[config.mk]
export PLATFORM = sky130hd
export DESIGN_NAME = qdrii_memctl
export DESIGN_NICKNAME = d
export VERILOG_FILES = /design/src/source/memctl_timing_pkg.sv /design/src/source/memctl_bus_pkg.sv /design/src/source/memctl_burst_latency_shifter.sv /design/src/source/memctl_cmd_issue.sv /design/src/source/memctl_read_capture.sv /design/src/source/memctl_write_path.sv /design/src/source/qdrii_memctl.sv
export SDC_FILE = /design/constraint.sdc
export NUM_CORES = 1
export LEC_CHECK = 0
export BUFFER_PORTS_ARGS = -buffer_cell sky130_fd_sc_hd__buf_2
export CAP_MARGIN = 20
export CORE_AREA = 2 2 130 132
export DETAILED_ROUTE_END_ITERATION = 7
export DIE_AREA = 0 0 132 134
export GPL_TIMING_DRIVEN = 0
export PLACE_DENSITY_LB_ADDON = 0.05
export SYNTH_ARGS = -nofsm -noshare
export SYNTH_HDL_FRONTEND = slang
export SYNTH_SLANG_ARGS = --single-unit
[constraint.sdc]
create_clock -name clk -period 3.3 [get_ports clk]
set_input_delay 0.66 -clock clk [delete_from_list [all_inputs] [get_ports clk]]
set_output_delay 0.66 -clock clk [all_outputs]
set_load 0.01 [all_outputs]
[src/source/memctl_timing_pkg.sv]
// SRAM controller timing package with burst length and command-to-data latencies
package memctl_timing_pkg;

	////////////////////////////////////////////////////////////
	// Burst geometry
	////////////////////////////////////////////////////////////

	// Number of memory words moved by one read or write command
	localparam int burst_length = 2;

	////////////////////////////////////////////////////////////
	// Command to data latencies, in clock cycles
	////////////////////////////////////////////////////////////

	// Cycles from the read command to the first word on mem_rdata
	localparam int read_latency = 3;

	// Cycles from the write command to the first word on mem_wdata
	localparam int write_latency = 1;

	// The deepest tap needed by either latency shifter
	localparam int max_latency = (read_latency > write_latency) ?
		read_latency : write_latency;

endpackage

[src/source/memctl_bus_pkg.sv]
// SRAM controller bus package with address, word and burst widths
package memctl_bus_pkg;

	////////////////////////////////////////////////////////////
	// Memory side widths
	////////////////////////////////////////////////////////////

	// Address of one burst location in the SRAM
	localparam int addr_width = 10;

	// One word on mem_wdata or mem_rdata
	localparam int data_width = 18;

	////////////////////////////////////////////////////////////
	// User side widths
	////////////////////////////////////////////////////////////

	// A whole burst travels on the user data buses in one cycle.
	// Word 0 sits in the lowest bits
	localparam int burst_width = memctl_timing_pkg::burst_length * data_width;

endpackage

[src/source/memctl_burst_latency_shifter.sv]
// Burst latency shifter that stretches a strobe to a burst and delays it through taps
`timescale 1ns/100ps

module memctl_burst_latency_shifter #(
	parameter int max_latency = 3,
	parameter int burst_length = 2
) (
	input logic clk,
	input logic reset_n,
	input logic d,
	output logic [max_latency:0] q
);

	// Wide enough to hold burst_length itself, also for a burst of one
	localparam int cnt_width = $clog2(burst_length + 1);

	logic [cnt_width-1:0] stretch_cnt;
	logic stretched;

	////////////////////////////////////////////////////////////
	// Burst stretch
	////////////////////////////////////////////////////////////

	// The strobe itself covers the first cycle of the burst.
	// The counter then covers the remaining burst_length-1 cycles
	always_ff @(posedge clk or negedge reset_n)
	begin
		if (!reset_n)
			stretch_cnt <= '0;
		else if (d)
			stretch_cnt <= cnt_width'(burst_length - 1);
		else if (stretch_cnt != '0)
			stretch_cnt <= stretch_cnt - 1'b1;
	end

	// Tap 0 is combinational, so it is high in the cycle of the strobe
	assign stretched = d | (stretch_cnt != '0);

	////////////////////////////////////////////////////////////
	// Latency taps
	////////////////////////////////////////////////////////////

	generate
		if (max_latency == 0)
		begin : gen_no_delay
			assign q[0] = stretched;
		end
		else
		begin : gen_delay
			logic [max_latency:1] tap_reg;

			// Tap k is the stretched strobe seen k cycles later
			assign q = {tap_reg, stretched};

			always_ff @(posedge clk or negedge reset_n)
			begin
				if (!reset_n)
					tap_reg <= '0;
				else
				begin
					tap_reg[1] <= stretched;
					for (int i = 2; i <= max_latency; i++)
						tap_reg[i] <= tap_reg[i-1];
				end
			end
		end
	endgenerate

	// A new strobe must wait until the previous burst has fully stretched,
	// otherwise two bursts would merge into one window
	a_no_overlap: assert property (@(posedge clk) disable iff (!reset_n)
		d |-> (stretch_cnt == '0));

endmodule

[src/source/memctl_cmd_issue.sv]
// Command issue for the SRAM controller, accepting user requests and driving command pins
`timescale 1ns/100ps

module memctl_cmd_issue (
	input logic clk,
	input logic reset_n,
	input logic rd_req,
	input logic [memctl_bus_pkg::addr_width-1:0] rd_addr,
	output logic rd_ready,
	input logic wr_req,
	input logic [memctl_bus_pkg::addr_width-1:0] wr_addr,
	output logic wr_ready,
	output logic [memctl_bus_pkg::addr_width-1:0] mem_addr,
	output logic mem_read_n,
	output logic mem_write_n,
	output logic read_issue,
	output logic write_issue
);

	// Holds up to burst_length, the longest write hold-off
	localparam int busy_width = $clog2(memctl_timing_pkg::burst_length + 1);

	logic rd_accept;
	logic wr_accept;
	logic wr_deferred;
	logic [memctl_bus_pkg::addr_width-1:0] wr_addr_hold;
	logic [busy_width-1:0] rd_busy_cnt;
	logic [busy_width-1:0] wr_busy_cnt;

	// A request counts only while its ready level is high
	assign rd_accept = rd_req & rd_ready;
	assign wr_accept = wr_req & wr_ready;

	////////////////////////////////////////////////////////////
	// Command registers
	////////////////////////////////////////////////////////////

	// Reads always go out the cycle after acceptance.
	// A write accepted together with a read is pushed back by one cycle
	always_ff @(posedge clk or negedge reset_n)
	begin
		if (!reset_n)
		begin
			read_issue <= 1'b0;
			write_issue <= 1'b0;
			wr_deferred <= 1'b0;
		end
		else
		begin
			read_issue <= rd_accept;
			write_issue <= (wr_accept & ~rd_accept) | wr_deferred;
			wr_deferred <= wr_accept & rd_accept;
		end
	end

	// Address pins and the parked write address
	always_ff @(posedge clk)
	begin
		if (rd_accept)
			mem_addr <= rd_addr;
		else if (wr_deferred)
			mem_addr <= wr_addr_hold;
		else if (wr_accept)
			mem_addr <= wr_addr;

		if (wr_accept & rd_accept)
			wr_addr_hold <= wr_addr;
	end

	// Command pins are active low copies of the issue strobes
	assign mem_read_n = ~read_issue;
	assign mem_write_n = ~write_issue;

	////////////////////////////////////////////////////////////
	// Burst spacing
	////////////////////////////////////////////////////////////

	// Each port is held off so that its next command lands burst_length
	// cycles after the previous one. A deferred write needs one more cycle
	always_ff @(posedge clk or negedge reset_n)
	begin
		if (!reset_n)
		begin
			rd_busy_cnt <= '0;
			wr_busy_cnt <= '0;
		end
		else
		begin
			if (rd_accept)
				rd_busy_cnt <= busy_width'(memctl_timing_pkg::burst_length - 1);
			else if (rd_busy_cnt != '0)
				rd_busy_cnt <= rd_busy_cnt - 1'b1;

			if (wr_accept & rd_accept)
				wr_busy_cnt <= busy_width'(memctl_timing_pkg::burst_length);
			else if (wr_accept)
				wr_busy_cnt <= busy_width'(memctl_timing_pkg::burst_length - 1);
			else if (wr_busy_cnt != '0)
				wr_busy_cnt <= wr_busy_cnt - 1'b1;
		end
	end

	assign rd_ready = (rd_busy_cnt == '0);
	assign wr_ready = (wr_busy_cnt == '0);

	// A request may be held through a busy period, but a new one must not start then
	a_rd_req_ready: assert property (@(posedge clk) disable iff (!reset_n)
		$rose(rd_req) |-> rd_ready);
	a_wr_req_ready: assert property (@(posedge clk) disable iff (!reset_n)
		$rose(wr_req) |-> wr_ready);

	// The shared address pins carry only one command per cycle
	a_one_cmd: assert property (@(posedge clk) disable iff (!reset_n)
		!(!mem_read_n && !mem_write_n));

endmodule

[src/source/memctl_read_capture.sv]
// Read capture that gathers returning words into a burst and pulses the user read valid
`timescale 1ns/100ps

module memctl_read_capture (
	input logic clk,
	input logic reset_n,
	input logic read_window,
	input logic [memctl_bus_pkg::data_width-1:0] mem_rdata,
	output logic [memctl_bus_pkg::burst_width-1:0] rd_data,
	output logic rd_valid
);

	localparam int idx_width = (memctl_timing_pkg::burst_length > 1) ?
		$clog2(memctl_timing_pkg::burst_length) : 1;

	logic [memctl_bus_pkg::burst_width-1:0] gather_reg;
	logic [idx_width-1:0] word_idx;
	logic last_word;
	logic burst_done;

	// The window of one burst closes after this word, even when the
	// window of the next burst follows straight on
	assign last_word = read_window && (word_idx == idx_width'(memctl_timing_pkg::burst_length - 1));

	////////////////////////////////////////////////////////////
	// Word gathering
	////////////////////////////////////////////////////////////

	// Each word lands in its own slice, word 0 lowest
	always_ff @(posedge clk)
	begin
		if (read_window)
			gather_reg[word_idx * memctl_bus_pkg::data_width +: memctl_bus_pkg::data_width]
				<= mem_rdata;
	end

	always_ff @(posedge clk or negedge reset_n)
	begin
		if (!reset_n)
		begin
			word_idx <= '0;
			burst_done <= 1'b0;
		end
		else
		begin
			burst_done <= last_word;
			if (last_word)
				word_idx <= '0;
			else if (read_window)
				word_idx <= word_idx + 1'b1;
		end
	end

	////////////////////////////////////////////////////////////
	// User output
	////////////////////////////////////////////////////////////

	// The complete burst is copied out before the next burst starts
	// overwriting the gather register, so rd_data holds during rd_valid
	always_ff @(posedge clk)
	begin
		if (burst_done)
			rd_data <= gather_reg;
	end

	always_ff @(posedge clk or negedge reset_n)
	begin
		if (!reset_n)
			rd_valid <= 1'b0;
		else
			rd_valid <= burst_done;
	end

endmodule

[src/source/memctl_write_path.sv]
// Write data path that holds each write burst and serializes it onto the memory bus
`timescale 1ns/100ps

module memctl_write_path (
	input logic clk,
	input logic reset_n,
	input logic write_issue,
	input logic [memctl_bus_pkg::burst_width-1:0] wr_data,
	input logic write_window,
	output logic [memctl_bus_pkg::data_width-1:0] mem_wdata
);

	localparam int idx_width = (memctl_timing_pkg::burst_length > 1) ?
		$clog2(memctl_timing_pkg::burst_length) : 1;

	logic [memctl_bus_pkg::burst_width-1:0] slot_data [2];
	logic load_ptr;
	logic drain_ptr;
	logic [1:0] fill_count;
	logic [idx_width-1:0] word_idx;
	logic burst_end;

	// The last word of the draining burst is on the bus this cycle
	assign burst_end = write_window && (word_idx == idx_width'(memctl_timing_pkg::burst_length - 1));

	////////////////////////////////////////////////////////////
	// Holding slots
	////////////////////////////////////////////////////////////

	// wr_data is taken in the cycle of the write command.
	// A second slot is needed because the next command can load
	// while the last word of the previous burst is still going out
	always_ff @(posedge clk)
	begin
		if (write_issue)
			slot_data[load_ptr] <= wr_data;
	end

	always_ff @(posedge clk or negedge reset_n)
	begin
		if (!reset_n)
		begin
			load_ptr <= 1'b0;
			drain_ptr <= 1'b0;
			fill_count <= '0;
			word_idx <= '0;
		end
		else
		begin
			if (write_issue)
				load_ptr <= ~load_ptr;
			if (burst_end)
				drain_ptr <= ~drain_ptr;
			fill_count <= fill_count + {1'b0, write_issue} - {1'b0, burst_end};

			// Word index walks through the burst while the window is open
			if (burst_end)
				word_idx <= '0;
			else if (write_window)
				word_idx <= word_idx + 1'b1;
		end
	end

	// Lowest word of the burst goes out first
	assign mem_wdata = slot_data[drain_ptr][word_idx * memctl_bus_pkg::data_width +:
		memctl_bus_pkg::data_width];

	// Command spacing should never let a third burst arrive before the first has drained
	a_no_overflow: assert property (@(posedge clk) disable iff (!reset_n)
		write_issue |-> (fill_count < 2'd2));

endmodule

[src/source/qdrii_memctl.sv]
// QDRII-style SRAM controller top level joining command issue, latency shifters and data paths
`timescale 1ns/100ps

module qdrii_memctl (
	input logic clk,
	input logic reset_n,
	// User read port
	input logic rd_req,
	input logic [memctl_bus_pkg::addr_width-1:0] rd_addr,
	output logic rd_ready,
	output logic [memctl_bus_pkg::burst_width-1:0] rd_data,
	output logic rd_valid,
	// User write port
	input logic wr_req,
	input logic [memctl_bus_pkg::addr_width-1:0] wr_addr,
	input logic [memctl_bus_pkg::burst_width-1:0] wr_data,
	output logic wr_ready,
	// Memory side
	output logic [memctl_bus_pkg::addr_width-1:0] mem_addr,
	output logic mem_read_n,
	output logic mem_write_n,
	output logic [memctl_bus_pkg::data_width-1:0] mem_wdata,
	input logic [memctl_bus_pkg::data_width-1:0] mem_rdata
);

	logic read_issue;
	logic write_issue;
	logic [memctl_timing_pkg::max_latency:0] read_taps;
	logic [memctl_timing_pkg::max_latency:0] write_taps;

	////////////////////////////////////////////////////////////
	// Command side
	////////////////////////////////////////////////////////////

	memctl_cmd_issue cmd_issue (
		.clk(clk),
		.reset_n(reset_n),
		.rd_req(rd_req),
		.rd_addr(rd_addr),
		.rd_ready(rd_ready),
		.wr_req(wr_req),
		.wr_addr(wr_addr),
		.wr_ready(wr_ready),
		.mem_addr(mem_addr),
		.mem_read_n(mem_read_n),
		.mem_write_n(mem_write_n),
		.read_issue(read_issue),
		.write_issue(write_issue)
	);

	// Turn each command strobe into a burst-long window at every latency
	memctl_burst_latency_shifter #(
		.max_latency(memctl_timing_pkg::max_latency),
		.burst_length(memctl_timing_pkg::burst_length)
	) read_shifter (
		.clk(clk),
		.reset_n(reset_n),
		.d(read_issue),
		.q(read_taps)
	);

	memctl_burst_latency_shifter #(
		.max_latency(memctl_timing_pkg::max_latency),
		.burst_length(memctl_timing_pkg::burst_length)
	) write_shifter (
		.clk(clk),
		.reset_n(reset_n),
		.d(write_issue),
		.q(write_taps)
	);

	////////////////////////////////////////////////////////////
	// Data side
	////////////////////////////////////////////////////////////

	memctl_write_path write_path (
		.clk(clk),
		.reset_n(reset_n),
		.write_issue(write_issue),
		.wr_data(wr_data),
		.write_window(write_taps[memctl_timing_pkg::write_latency]),
		.mem_wdata(mem_wdata)
	);

	memctl_read_capture read_capture (
		.clk(clk),
		.reset_n(reset_n),
		.read_window(read_taps[memctl_timing_pkg::read_latency]),
		.mem_rdata(mem_rdata),
		.rd_data(rd_data),
		.rd_valid(rd_valid)
	);

endmodule
==> run summary, run 1 <==
status = finished, final reports clean
global placement routability congestion = 0.692
P_sw = 0.00212 W
CTS Buffer Depth = 2
H-tree levels = 4
final instance area = 8380 um2
root buffer cell = clkbuf_16
Tot Pwr = 0.00765 W
maximum vdd drop = 338 uV
# Max-Cap Violations = 0
Final setup viols = 0
Core Area = 16,300 um2
Detailed Route Iter0 Violations = 175
nets@finish = 577
Vias per Instance = 4.58
area grow syn2layout = 25.6%
Synth Register Bits = 185
post-route antenna net violation count = 0
vias in the first global route = 3,529
Worst-Skew Late Latency = 0.42 ns
critical path arrival = 1.77 ns
crit start category = register
post-DR wirelength/cell = 16.4 um
clock power share = 0.279
crit share post-route = 0.737
slew margin rel. = 0.315
DP Wirelength = 7880 um
grt total ovfl = 0
hold crit path type = in2async
fin crit period = 2.43 ns
die width = 132 um
fill count = 1,386
Slew @ Worst Pin = 1.03 ns
Final Slew Violations = 0
Max Freq = 411 MHz
post-CTS setup buffer count = 0
drt drc = 0
Initial Util = 0.410
Mapped Area = 6670 um2
first element of the critical path = write_path.drain_ptr
number of iterations in the first detailed-routing pass = 4
max FFs per register = 72
unrepaired setup endpoints after global routing = no
initial antenna violation count = 1
critical path type = reg2out
gr usage total = 0.142
Worst-path clk slew = 0.07 ns
# IOs = 147
Final Skew = 0.00489 ns
Crit Path Max Fanout = 10
Leak = 3.22 nW
syn nets = 409
Comb pwr share = 0.238
CTS buffer count = 17
die area = 17,700 um2
cells after synthesis = 327
largest net degree at the start of global routing = 37
footprint of the multi-input gates = 1130 um2
CP endpoint kind = output port
PwrDens = 913 nW/um2
CTS tree = yes
Vias = 3,342
Non-Filler Instances = 729
CTS Sinks = 185
row cnt = 47
part of the power in registers = 0.482
internal power = 0.00553 W
R2R Path Start = read_capture.word_idx
mean post-synth cell area = 20.4 um2
first-pass GRT wire length = 18,800 um
Placed Cells = 696
Post-CTS Hold Buffers = 0
Die Ht = 134 um
final wirelength = 11,900 um
Warnings, synthesis = 0
share of layout cells above drive strength 1 = 0.394
Placed Area = 7750 um2
CP required = 2.64 ns
sequential cell area = 5450 um2
switching part of the total = 0.277
post-CTS sizing = 0
Yosys cell types = 27
worst reg2reg path depth = 2
Final Hold Fails = 0
IO buf count = 146
post-synthesis sequential area ratio = 0.817
-- Yosys cell counts --
library cell / n / area share
nand2_1: 16 / 0.0090
and3_1: 1 / 0.00094
nand2b_1: 1 / 0.00094
a31o_2: 1 / 0.0013
buf_2: 2 / 0.0015
nor2_1: 8 / 0.0045
xnor2_1: 1 / 0.0013
edfxtp_1: 164 / 0.74
o21ai_0: 10 / 0.0075
o22ai_1: 1 / 0.00094
buf_12: 1 / 0.0030
inv_1: 8 / 0.0045
buf_6: 1 / 0.0017
mux2i_1: 12 / 0.018
nor2b_1: 19 / 0.018
mux4_2: 9 / 0.030
xor2_1: 5 / 0.0066
clkbuf_1: 5 / 0.0028
ha_1: 4 / 0.0075
a21oi_1: 2 / 0.0015
and2_1: 21 / 0.020
mux4_1: 9 / 0.035
a211o_1: 1 / 0.0013
nor3b_2: 1 / 0.0019
o21bai_1: 1 / 0.0011
buf_4: 2 / 0.0022
dfrtp_1: 21 / 0.079
-- cells by family after synthesis --
| group | after synthesis | synth area share |
|---|---|---|
| flops | 185 | 0.817 |
| simple gates | 67 | 0.0547 |
| mux | 30 | 0.0838 |
| buf+inv | 19 | 0.0157 |
| compound gates | 16 | 0.0137 |
| xor+xnor | 6 | 0.00787 |
| fa+ha+maj | 4 | 0.00750 |
-- stage by stage --
step | worst slack (ns) | util | hold WS, ns | TNS (ns)
after detailed placement | 1.18 | 0.476 | 0.336 | 0
after CTS | 0.809 | 0.514 | 0.208 | 0
after floorplan | 0.843 | - | 0.331 | 0
final | 0.867 | 0.514 | 0.196 | 0
after global placement | -0.108 | 0.471 | 0.332 | -3.82
after global routing | 0.740 | 0.514 | 0.230 | 0
-- layout by cell type, fill, tap and decap left out, drive strengths merged, types with 2 or more instances in the layout --
cell type	Yosys	routed
buf	6	155
clkinv	0	6
xor2	5	5
and2	21	21
clkbuf	5	23
o21ai	10	10
mux4	18	18
bufinv	0	4
nor2	8	8
edfxtp	164	164
ha	4	4
mux2i	12	12
a21oi	2	2
dfrtp	21	21
inv	8	12
nand2	16	16
nor2b	19	19
-- area by class of cell --
| cell class | count | share of cell area |
|---|---|---|
| Buffer | 11 | 0.00896 |
| Timing Repair Buffer | 149 | 0.0947 |
| Multi-Input combinational cell | 123 | 0.135 |
| Clock inverter | 14 | 0.0233 |
| Clock buffer | 18 | 0.0512 |
| Inverter | 8 | 0.00358 |
| Sequential cell | 185 | 0.650 |
| Tap cell | 220 | 0.0328 |
| Antenna cell | 1 | 0.000299 |
-- worst paths after layout --
kind                            slack, ns                           endpoint
max in group asynchronous            2.76               write_path.drain_ptr
min in group clk                     0.35  read_shifter.gen_delay.tap_reg[2]
worst max-delay path                 0.87                       mem_wdata[4]
worst min-delay path                 0.20        read_shifter.stretch_cnt[1]
worst min register to register       0.35  read_shifter.gen_delay.tap_reg[2]
worst max register to register       1.31        read_capture.gather_reg[25]
-- metal layers --
metal  global-route usage  routed length, um
met5                    0                  0
met4               0.0604                251
met3               0.0438                596
met2                0.244               6090
met1                0.166               5000
-- power groups by stage --
stage	sequential, W	combinational (W)	clock (W)
2_1_floorplan	0.00386	0.000920	0
3_3_place_gp	0.00378	0.00173	0
3_5_place_dp	0.00375	0.00187	0
4_1_cts	0.00370	0.00188	0.00219
5_1_grt	0.00376	0.00201	0.00228
6_report	0.00369	0.00182	0.00214
-- critical path, stage by stage, from the launching register on --
cell and delay (ns):
dfrtp_1 0.34, buf_6 0.18, buf_12 0.17, mux4_2 0.52, buf_2 0.16
Note: power is estimated with default switching activity, not from simulation.
==> run 2, diff against run 1 <==
==> constraint.sdc (replaced) <==
create_clock -name clk -period 2 [get_ports clk]
set_input_delay 0.4 -clock clk [delete_from_list [all_inputs] [get_ports clk]]
set_output_delay 0.4 -clock clk [all_outputs]
set_load 0.01 [all_outputs]
==> run summary, run 2 (same netlist as run 1, synthesis figures left out) <==
grt total ovfl = 0 (unchanged)
hold crit path type = in2reg
Vias = 3,350 (+0.24%)
CTS Sinks = 185 (unchanged)
slew margin rel. = 0.454 (+0.139)
maximum vdd drop = 719 uV (+110%)
Leak = 3.21 nW (-0.17%)
r2r setup slk = 0.19 ns (-1.12 ns)
Final setup viols = 18 (+18)
share of layout cells above drive strength 1 = 0.410 (+0.0165)
Final Skew = 0.00672 ns (+0.00182 ns)
number of iterations in the first detailed-routing pass = 4 (unchanged)
CTS Buffer Depth = 2 (unchanged)
Final Slew Violations = 0 (unchanged)
critical path's slowest cell = mux4_2
hold path depth = 1
family with the most delay on the worst path = multiplexers
largest net degree at the start of global routing = 38 (+2.7%)
die area = 17,700 um2 (unchanged)
area grow syn2layout = 26.5%
vias in the first global route = 3,542 (+0.37%)
first-pass GRT wire length = 18,800 um (+0.41%)
Core Area = 16,300 um2 (unchanged)
H-tree levels = 4 (unchanged)
CTS buffer count = 17 (unchanged)
critical path type = reg2out
nets@finish = 582 (+0.87%)
DP Wirelength = 7930 um (+0.64%)
final worst slack = -0.102 ns (-0.969 ns)
# IOs = 147 (unchanged)
Detailed Route Iter0 Violations = 220 (+26%)
Initial Util = 0.410 (unchanged)
RR Endpoint = cmd_issue.wr_addr_hold[1]
post-DR wirelength/cell = 16.5 um (+0.86%)
worst path bufs/invs = 3 (unchanged)
violated checks = negative setup slack
post-route antenna net violation count = 0 (unchanged)
drt drc = 0 (unchanged)
Final Hold Fails = 0 (unchanged)
PwrDens = 1500 nW/um2 (+64%)
Worst path max stage delay = 0.51 ns (about the same)
# Max-Cap Violations = 0 (unchanged)
Crit Path Max Fanout = 6 (-4)
row cnt = 47 (unchanged)
CTS tree = yes
status = finished with violations
Slew @ Worst Pin = 0.819 ns (-0.208 ns)
R2R Path Start = cmd_issue.rd_busy_cnt[1]
commonest non-fill, non-tap cell in the layout = edfxtp_1
worst-path cell chain = buf_8 > buf_12 > mux4_2 > buf_6
critical path arrival = 1.70 ns (-0.07 ns)
crit start category = register
ANT cells = 0 (-1)
root buffer cell = clkbuf_16
IO buf count = 146 (unchanged)
fin crit period = 2.10 ns
most frequent cells in the layout = edfxtp_1 (164), buf_2 (135), dfrtp_1 (20)
CP required = 1.60 ns (-1.04 ns)
final wirelength = 12,100 um (+1.3%)
global placement routability congestion = 0.702 (+1.4%)
Setup WS pre-CTS = -0.0476 ns (-1.22 ns)
Max Freq = 476 MHz
worst reg2reg path depth = 2 (unchanged)
Die Ht = 134 um (unchanged)
CP endpoint kind = output port
worst hold path startpoint = wr_addr[6]
Worst-Skew Late Latency = 0.42 ns (about the same)
crit share post-route = 1.05
Fin Setup TNS = -1.58 ns (-1.58 ns)
Core Util, Final = 0.518 (+0.00399)
die width = 132 um (unchanged)
unrepaired setup endpoints after global routing = yes
Worst-path clk slew = 0.07 ns (about the same)
hold endpoint = cmd_issue.wr_addr_hold[6]
Vias per Instance = 4.58 (-0.17%)
gr usage total = 0.143 (+0.00136)
max FFs per register = 72 (unchanged)
initial antenna violation count = 0 (-1)
run 2: cell count changes in the layout (fill, tap and decap cells not counted), sizes merged:
cell / previous run / this run
clkinvlp: 0 / 1
buf: 155 / 159
dlygate4sd3: 0 / 1
bufinv: 4 / 2
inv: 12 / 8
diode: 1 / 0
clkinv: 6 / 10
run 2: area by class of cell:
cell class / instances / area, um2
Buffer: 11 / 80.1
Clock buffer: 18 / 429
Clock inverter: 13 / 111
Fill cell: 1381 / 7840
Inverter: 8 / 30.0
Multi-Input combinational cell: 123 / 1100
Sequential cell: 185 / 5450
Tap cell: 220 / 275
Timing Repair Buffer: 154 / 971
run 2: power by group:
part	total, W	leakage [nW]	switching (W)	internal, W
Sequential	0.00616	1.80	0.000435	0.00573
Clock	0.00311	0.266	0.00132	0.00180
Combinational	0.00339	1.15	0.00175	0.00164
Total	0.0127	3.21	0.00350	0.00917
run 2: how the worst max path moves through the flow:
| stage | startpoint | to | slack (ns) | cells past startpoint |
|---|---|---|---|---|
| after floorplan | cmd_issue.write_issue | write_path.slot_data[0][0] | 0.14 | 2 |
| after global placement | read_capture.word_idx | read_capture.gather_reg[16] | -0.53 | 2 |
| after detailed placement | read_capture.word_idx | read_capture.gather_reg[34] | -0.05 | 2 |
| after CTS | write_path.drain_ptr | mem_wdata[13] | -0.13 | 4 |
| after global routing | write_path.drain_ptr | mem_wdata[14] | -0.18 | 4 |
| final | write_path.drain_ptr | mem_wdata[14] | -0.10 | 4 |
run 2: per-stage QoR:
stage / instance area, um2 / hold slack, ns / std cells / power [W]
after global placement: 7680 / 0.333 / 693 / 0.00909
after global routing: 8450 / 0.141 / 732 / 0.0134
after floorplan: 6680 / 0.104 / 327 / 0.00789
after CTS: 8400 / 0.151 / 732 / 0.0128
after detailed placement: 7770 / 0.337 / 696 / 0.00931
final: 8450 / 0.170 / 732 / 0.0127
run 2: metal layers:
layer,track usage,share of wire
met5,0,0
met4,0.0447,0.0096
met3,0.0586,0.064
met2,0.222,0.49
met1,0.186,0.44
run 2: what timing repair did:
item	CTS	global route
endpoints found under the setup margin	36	18
resized for setup	23	7
hold buffers	1	0
gates cloned	1	0
setup buffers	3	0
hold endpoints to repair	21	0
==> run 3, diff against run 2 <==
--- a/config.mk
+++ b/config.mk
@@ -7,11 +7,13 @@
 export LEC_CHECK = 0
 export BUFFER_PORTS_ARGS = -buffer_cell sky130_fd_sc_hd__buf_2
 export CAP_MARGIN = 20
-export CORE_AREA = 2 2 130 132
+export CORE_AREA = 2 2 121 123
 export DETAILED_ROUTE_END_ITERATION = 7
-export DIE_AREA = 0 0 132 134
+export DIE_AREA = 0 0 123 125
 export GPL_TIMING_DRIVEN = 0
 export PLACE_DENSITY_LB_ADDON = 0.05
+export RECOVER_POWER = 50
+export SETUP_SLACK_MARGIN = 0.4
 export SYNTH_ARGS = -nofsm -noshare
 export SYNTH_HDL_FRONTEND = slang
 export SYNTH_SLANG_ARGS = --single-unit
==> run summary, run 3 (same netlist as run 1, synthesis figures left out) <==
grt total ovfl = 0 (unchanged)
violated checks = negative setup slack
area grow syn2layout = 26.7%
fill count = 1,085 (-21%)
Final Skew = 0.00565 ns (-0.00107 ns)
ANT cells = 0 (unchanged)
# IOs = 147 (unchanged)
Max Freq = 464 MHz (-2.4%)
root buffer cell = clkbuf_16
crit share post-route = 1.08 (+0.0260)
global placement routability congestion = 0.724 (+3.1%)
CTS Buffer Depth = 2 (unchanged)
Die Ht = 125 um (-6.7%)
max FFs per register = 72 (unchanged)
PwrDens = 1530 nW/um2 (+2.2%)
hold crit path type = in2reg
Placed Area = 7650 um2 (-1.6%)
slew margin rel. = 0.234 (-0.220)
nets@finish = 585 (+0.52%)
number of iterations in the first detailed-routing pass = 4 (unchanged)
die area = 15,400 um2 (-13%)
status = finished with violations
drt drc = 0 (unchanged)
Worst-path clk slew = 0.07 ns (about the same)
Final Hold Fails = 0 (unchanged)
DP Wirelength = 7630 um (-3.7%)
crit start category = register
first-pass GRT wire length = 18,200 um (-3.6%)
largest net degree at the start of global routing = 38 (unchanged)
Core Util, Final = 0.595 (+0.0770)
critical path type = reg2out
Initial Util = 0.470 (+0.0602)
most frequent cells in the layout = edfxtp_1 (164), buf_2 (110), clkbuf_1 (29)
Slew @ Worst Pin = 1.15 ns (+0.330 ns)
row cnt = 44 (-6.4%)
footprint of the multi-input gates = 1140 um2 (+4.3%)
die width = 123 um (-6.8%)
final wirelength = 12,100 um (-0.33%)
post-route antenna net violation count = 0 (unchanged)
final worst slack = -0.154 ns (-0.0520 ns)
vias in the first global route = 3,513 (-0.82%)
Worst-Skew Late Latency = 0.42 ns (about the same)
Vias per Instance = 4.89 (+6.9%)
gr usage total = 0.162 (+0.0194)
final instance area = 8460 um2 (+0.15%)
sequential cell area = 5450 um2 (about the same)
share of layout cells above drive strength 1 = 0.386 (-0.0245)
fin crit period = 2.15 ns (+0.0520 ns)
Final setup viols = 18 (unchanged)
CTS tree = yes
Vias = 3,425 (+2.2%)
Leak = 3.17 nW (-1.4%)
H-tree levels = 4 (unchanged)
commonest non-fill, non-tap cell in the layout = edfxtp_1
unrepaired setup endpoints after global routing = yes
Final Slew Violations = 0 (unchanged)
CP endpoint kind = output port
CP required = 1.60 ns (about the same)
post-DR wirelength/cell = 17.2 um (+4.2%)
Core Area = 14,200 um2 (-13%)
Detailed Route Iter0 Violations = 218 (-0.91%)
# Max-Cap Violations = 0 (unchanged)
maximum vdd drop = 863 uV (+20%)
initial antenna violation count = 1 (+1)
Crit Path Max Fanout = 6 (unchanged)
IO buf count = 146 (unchanged)
CTS buffer count = 17 (unchanged)
critical path arrival = 1.75 ns (+0.05 ns)
CTS Sinks = 185 (unchanged)
[run 3: timing repair]
action | 4_1_cts | 5_1_grt
hold endpoints to repair | 21 | 0
buffers inserted | 4 | 3
pin swaps | 1 | 0
resized for setup | 20 | 23
gates cloned | 2 | 1
setup endpoints to repair | 113 | 48
hold buffers | 1 | 0
[run 3: metrics by stage]
| step | cells | hold slack (ns) | total power [W] | setup WS [ns] | TNS (ns) |
|---|---|---|---|---|---|
| 6_report | 700 | 0.165 | 0.0130 | -0.154 | -2.11 |
| 5_1_grt | 700 | 0.146 | 0.0137 | -0.193 | -2.95 |
| 4_1_cts | 696 | 0.145 | 0.0129 | -0.162 | -2.35 |
| 3_5_place_dp | 657 | 0.337 | 0.00918 | -0.0145 | -0.244 |
| 3_3_place_gp | 657 | 0.338 | 0.00906 | 0.0321 | 0 |
| 2_1_floorplan | 327 | 0.104 | 0.00790 | 0.460 | 0 |
[run 3: routing by layer]
layer | share of wire | track usage | vias up
met2 | 0.52 | 0.276 | 98
met4 | 0.017 | 0.0622 | 2
met5 | 0.0011 | 0 | -
li1 | - | - | 1599
met1 | 0.39 | 0.186 | 1708
met3 | 0.066 | 0.0611 | 18
[run 3: worst max-delay path, stage by stage (launching register included)]
cell and delay [ns]:
dfrtp_2 0.39, buf_8 0.15, clkbuf_16 0.16, mux4_2 0.48
buf_2 0.15
[run 3: final timing paths]
kind / to / depth (start not counted) / startpoint / slack, ns
max: mem_wdata[1] / 4 / write_path.drain_ptr / -0.15
min: write_path.slot_data[0][30] / 1 / wr_data[30] / 0.17
max reg2reg: read_capture.gather_reg[34] / 3 / read_capture.word_idx / 0.49
min reg2reg: read_shifter.gen_delay.tap_reg[3] / 0 / read_shifter.gen_delay.tap_reg[2] / 0.35
max in group asynchronous: write_path.drain_ptr / 2 / reset_n / 0.50
min in group asynchronous: cmd_issue.read_issue / 2 / reset_n / 0.73
[run 3: area by class of cell]
cell class / instances / share of cell area
Sequential cell: 185 / 0.645
Multi-Input combinational cell: 124 / 0.135
Timing Repair Buffer: 156 / 0.110
Clock buffer: 17 / 0.0503
Tap cell: 184 / 0.0272
Clock inverter: 15 / 0.0192
Buffer: 11 / 0.00947
Inverter: 8 / 0.00385
[run 3: power by group]
group	switching (W)	internal, W	total, W
registers	0.000472	0.00573	0.00620
logic	0.00178	0.00170	0.00348
clock network	0.00143	0.00187	0.00329
total	0.00368	0.00929	0.0130
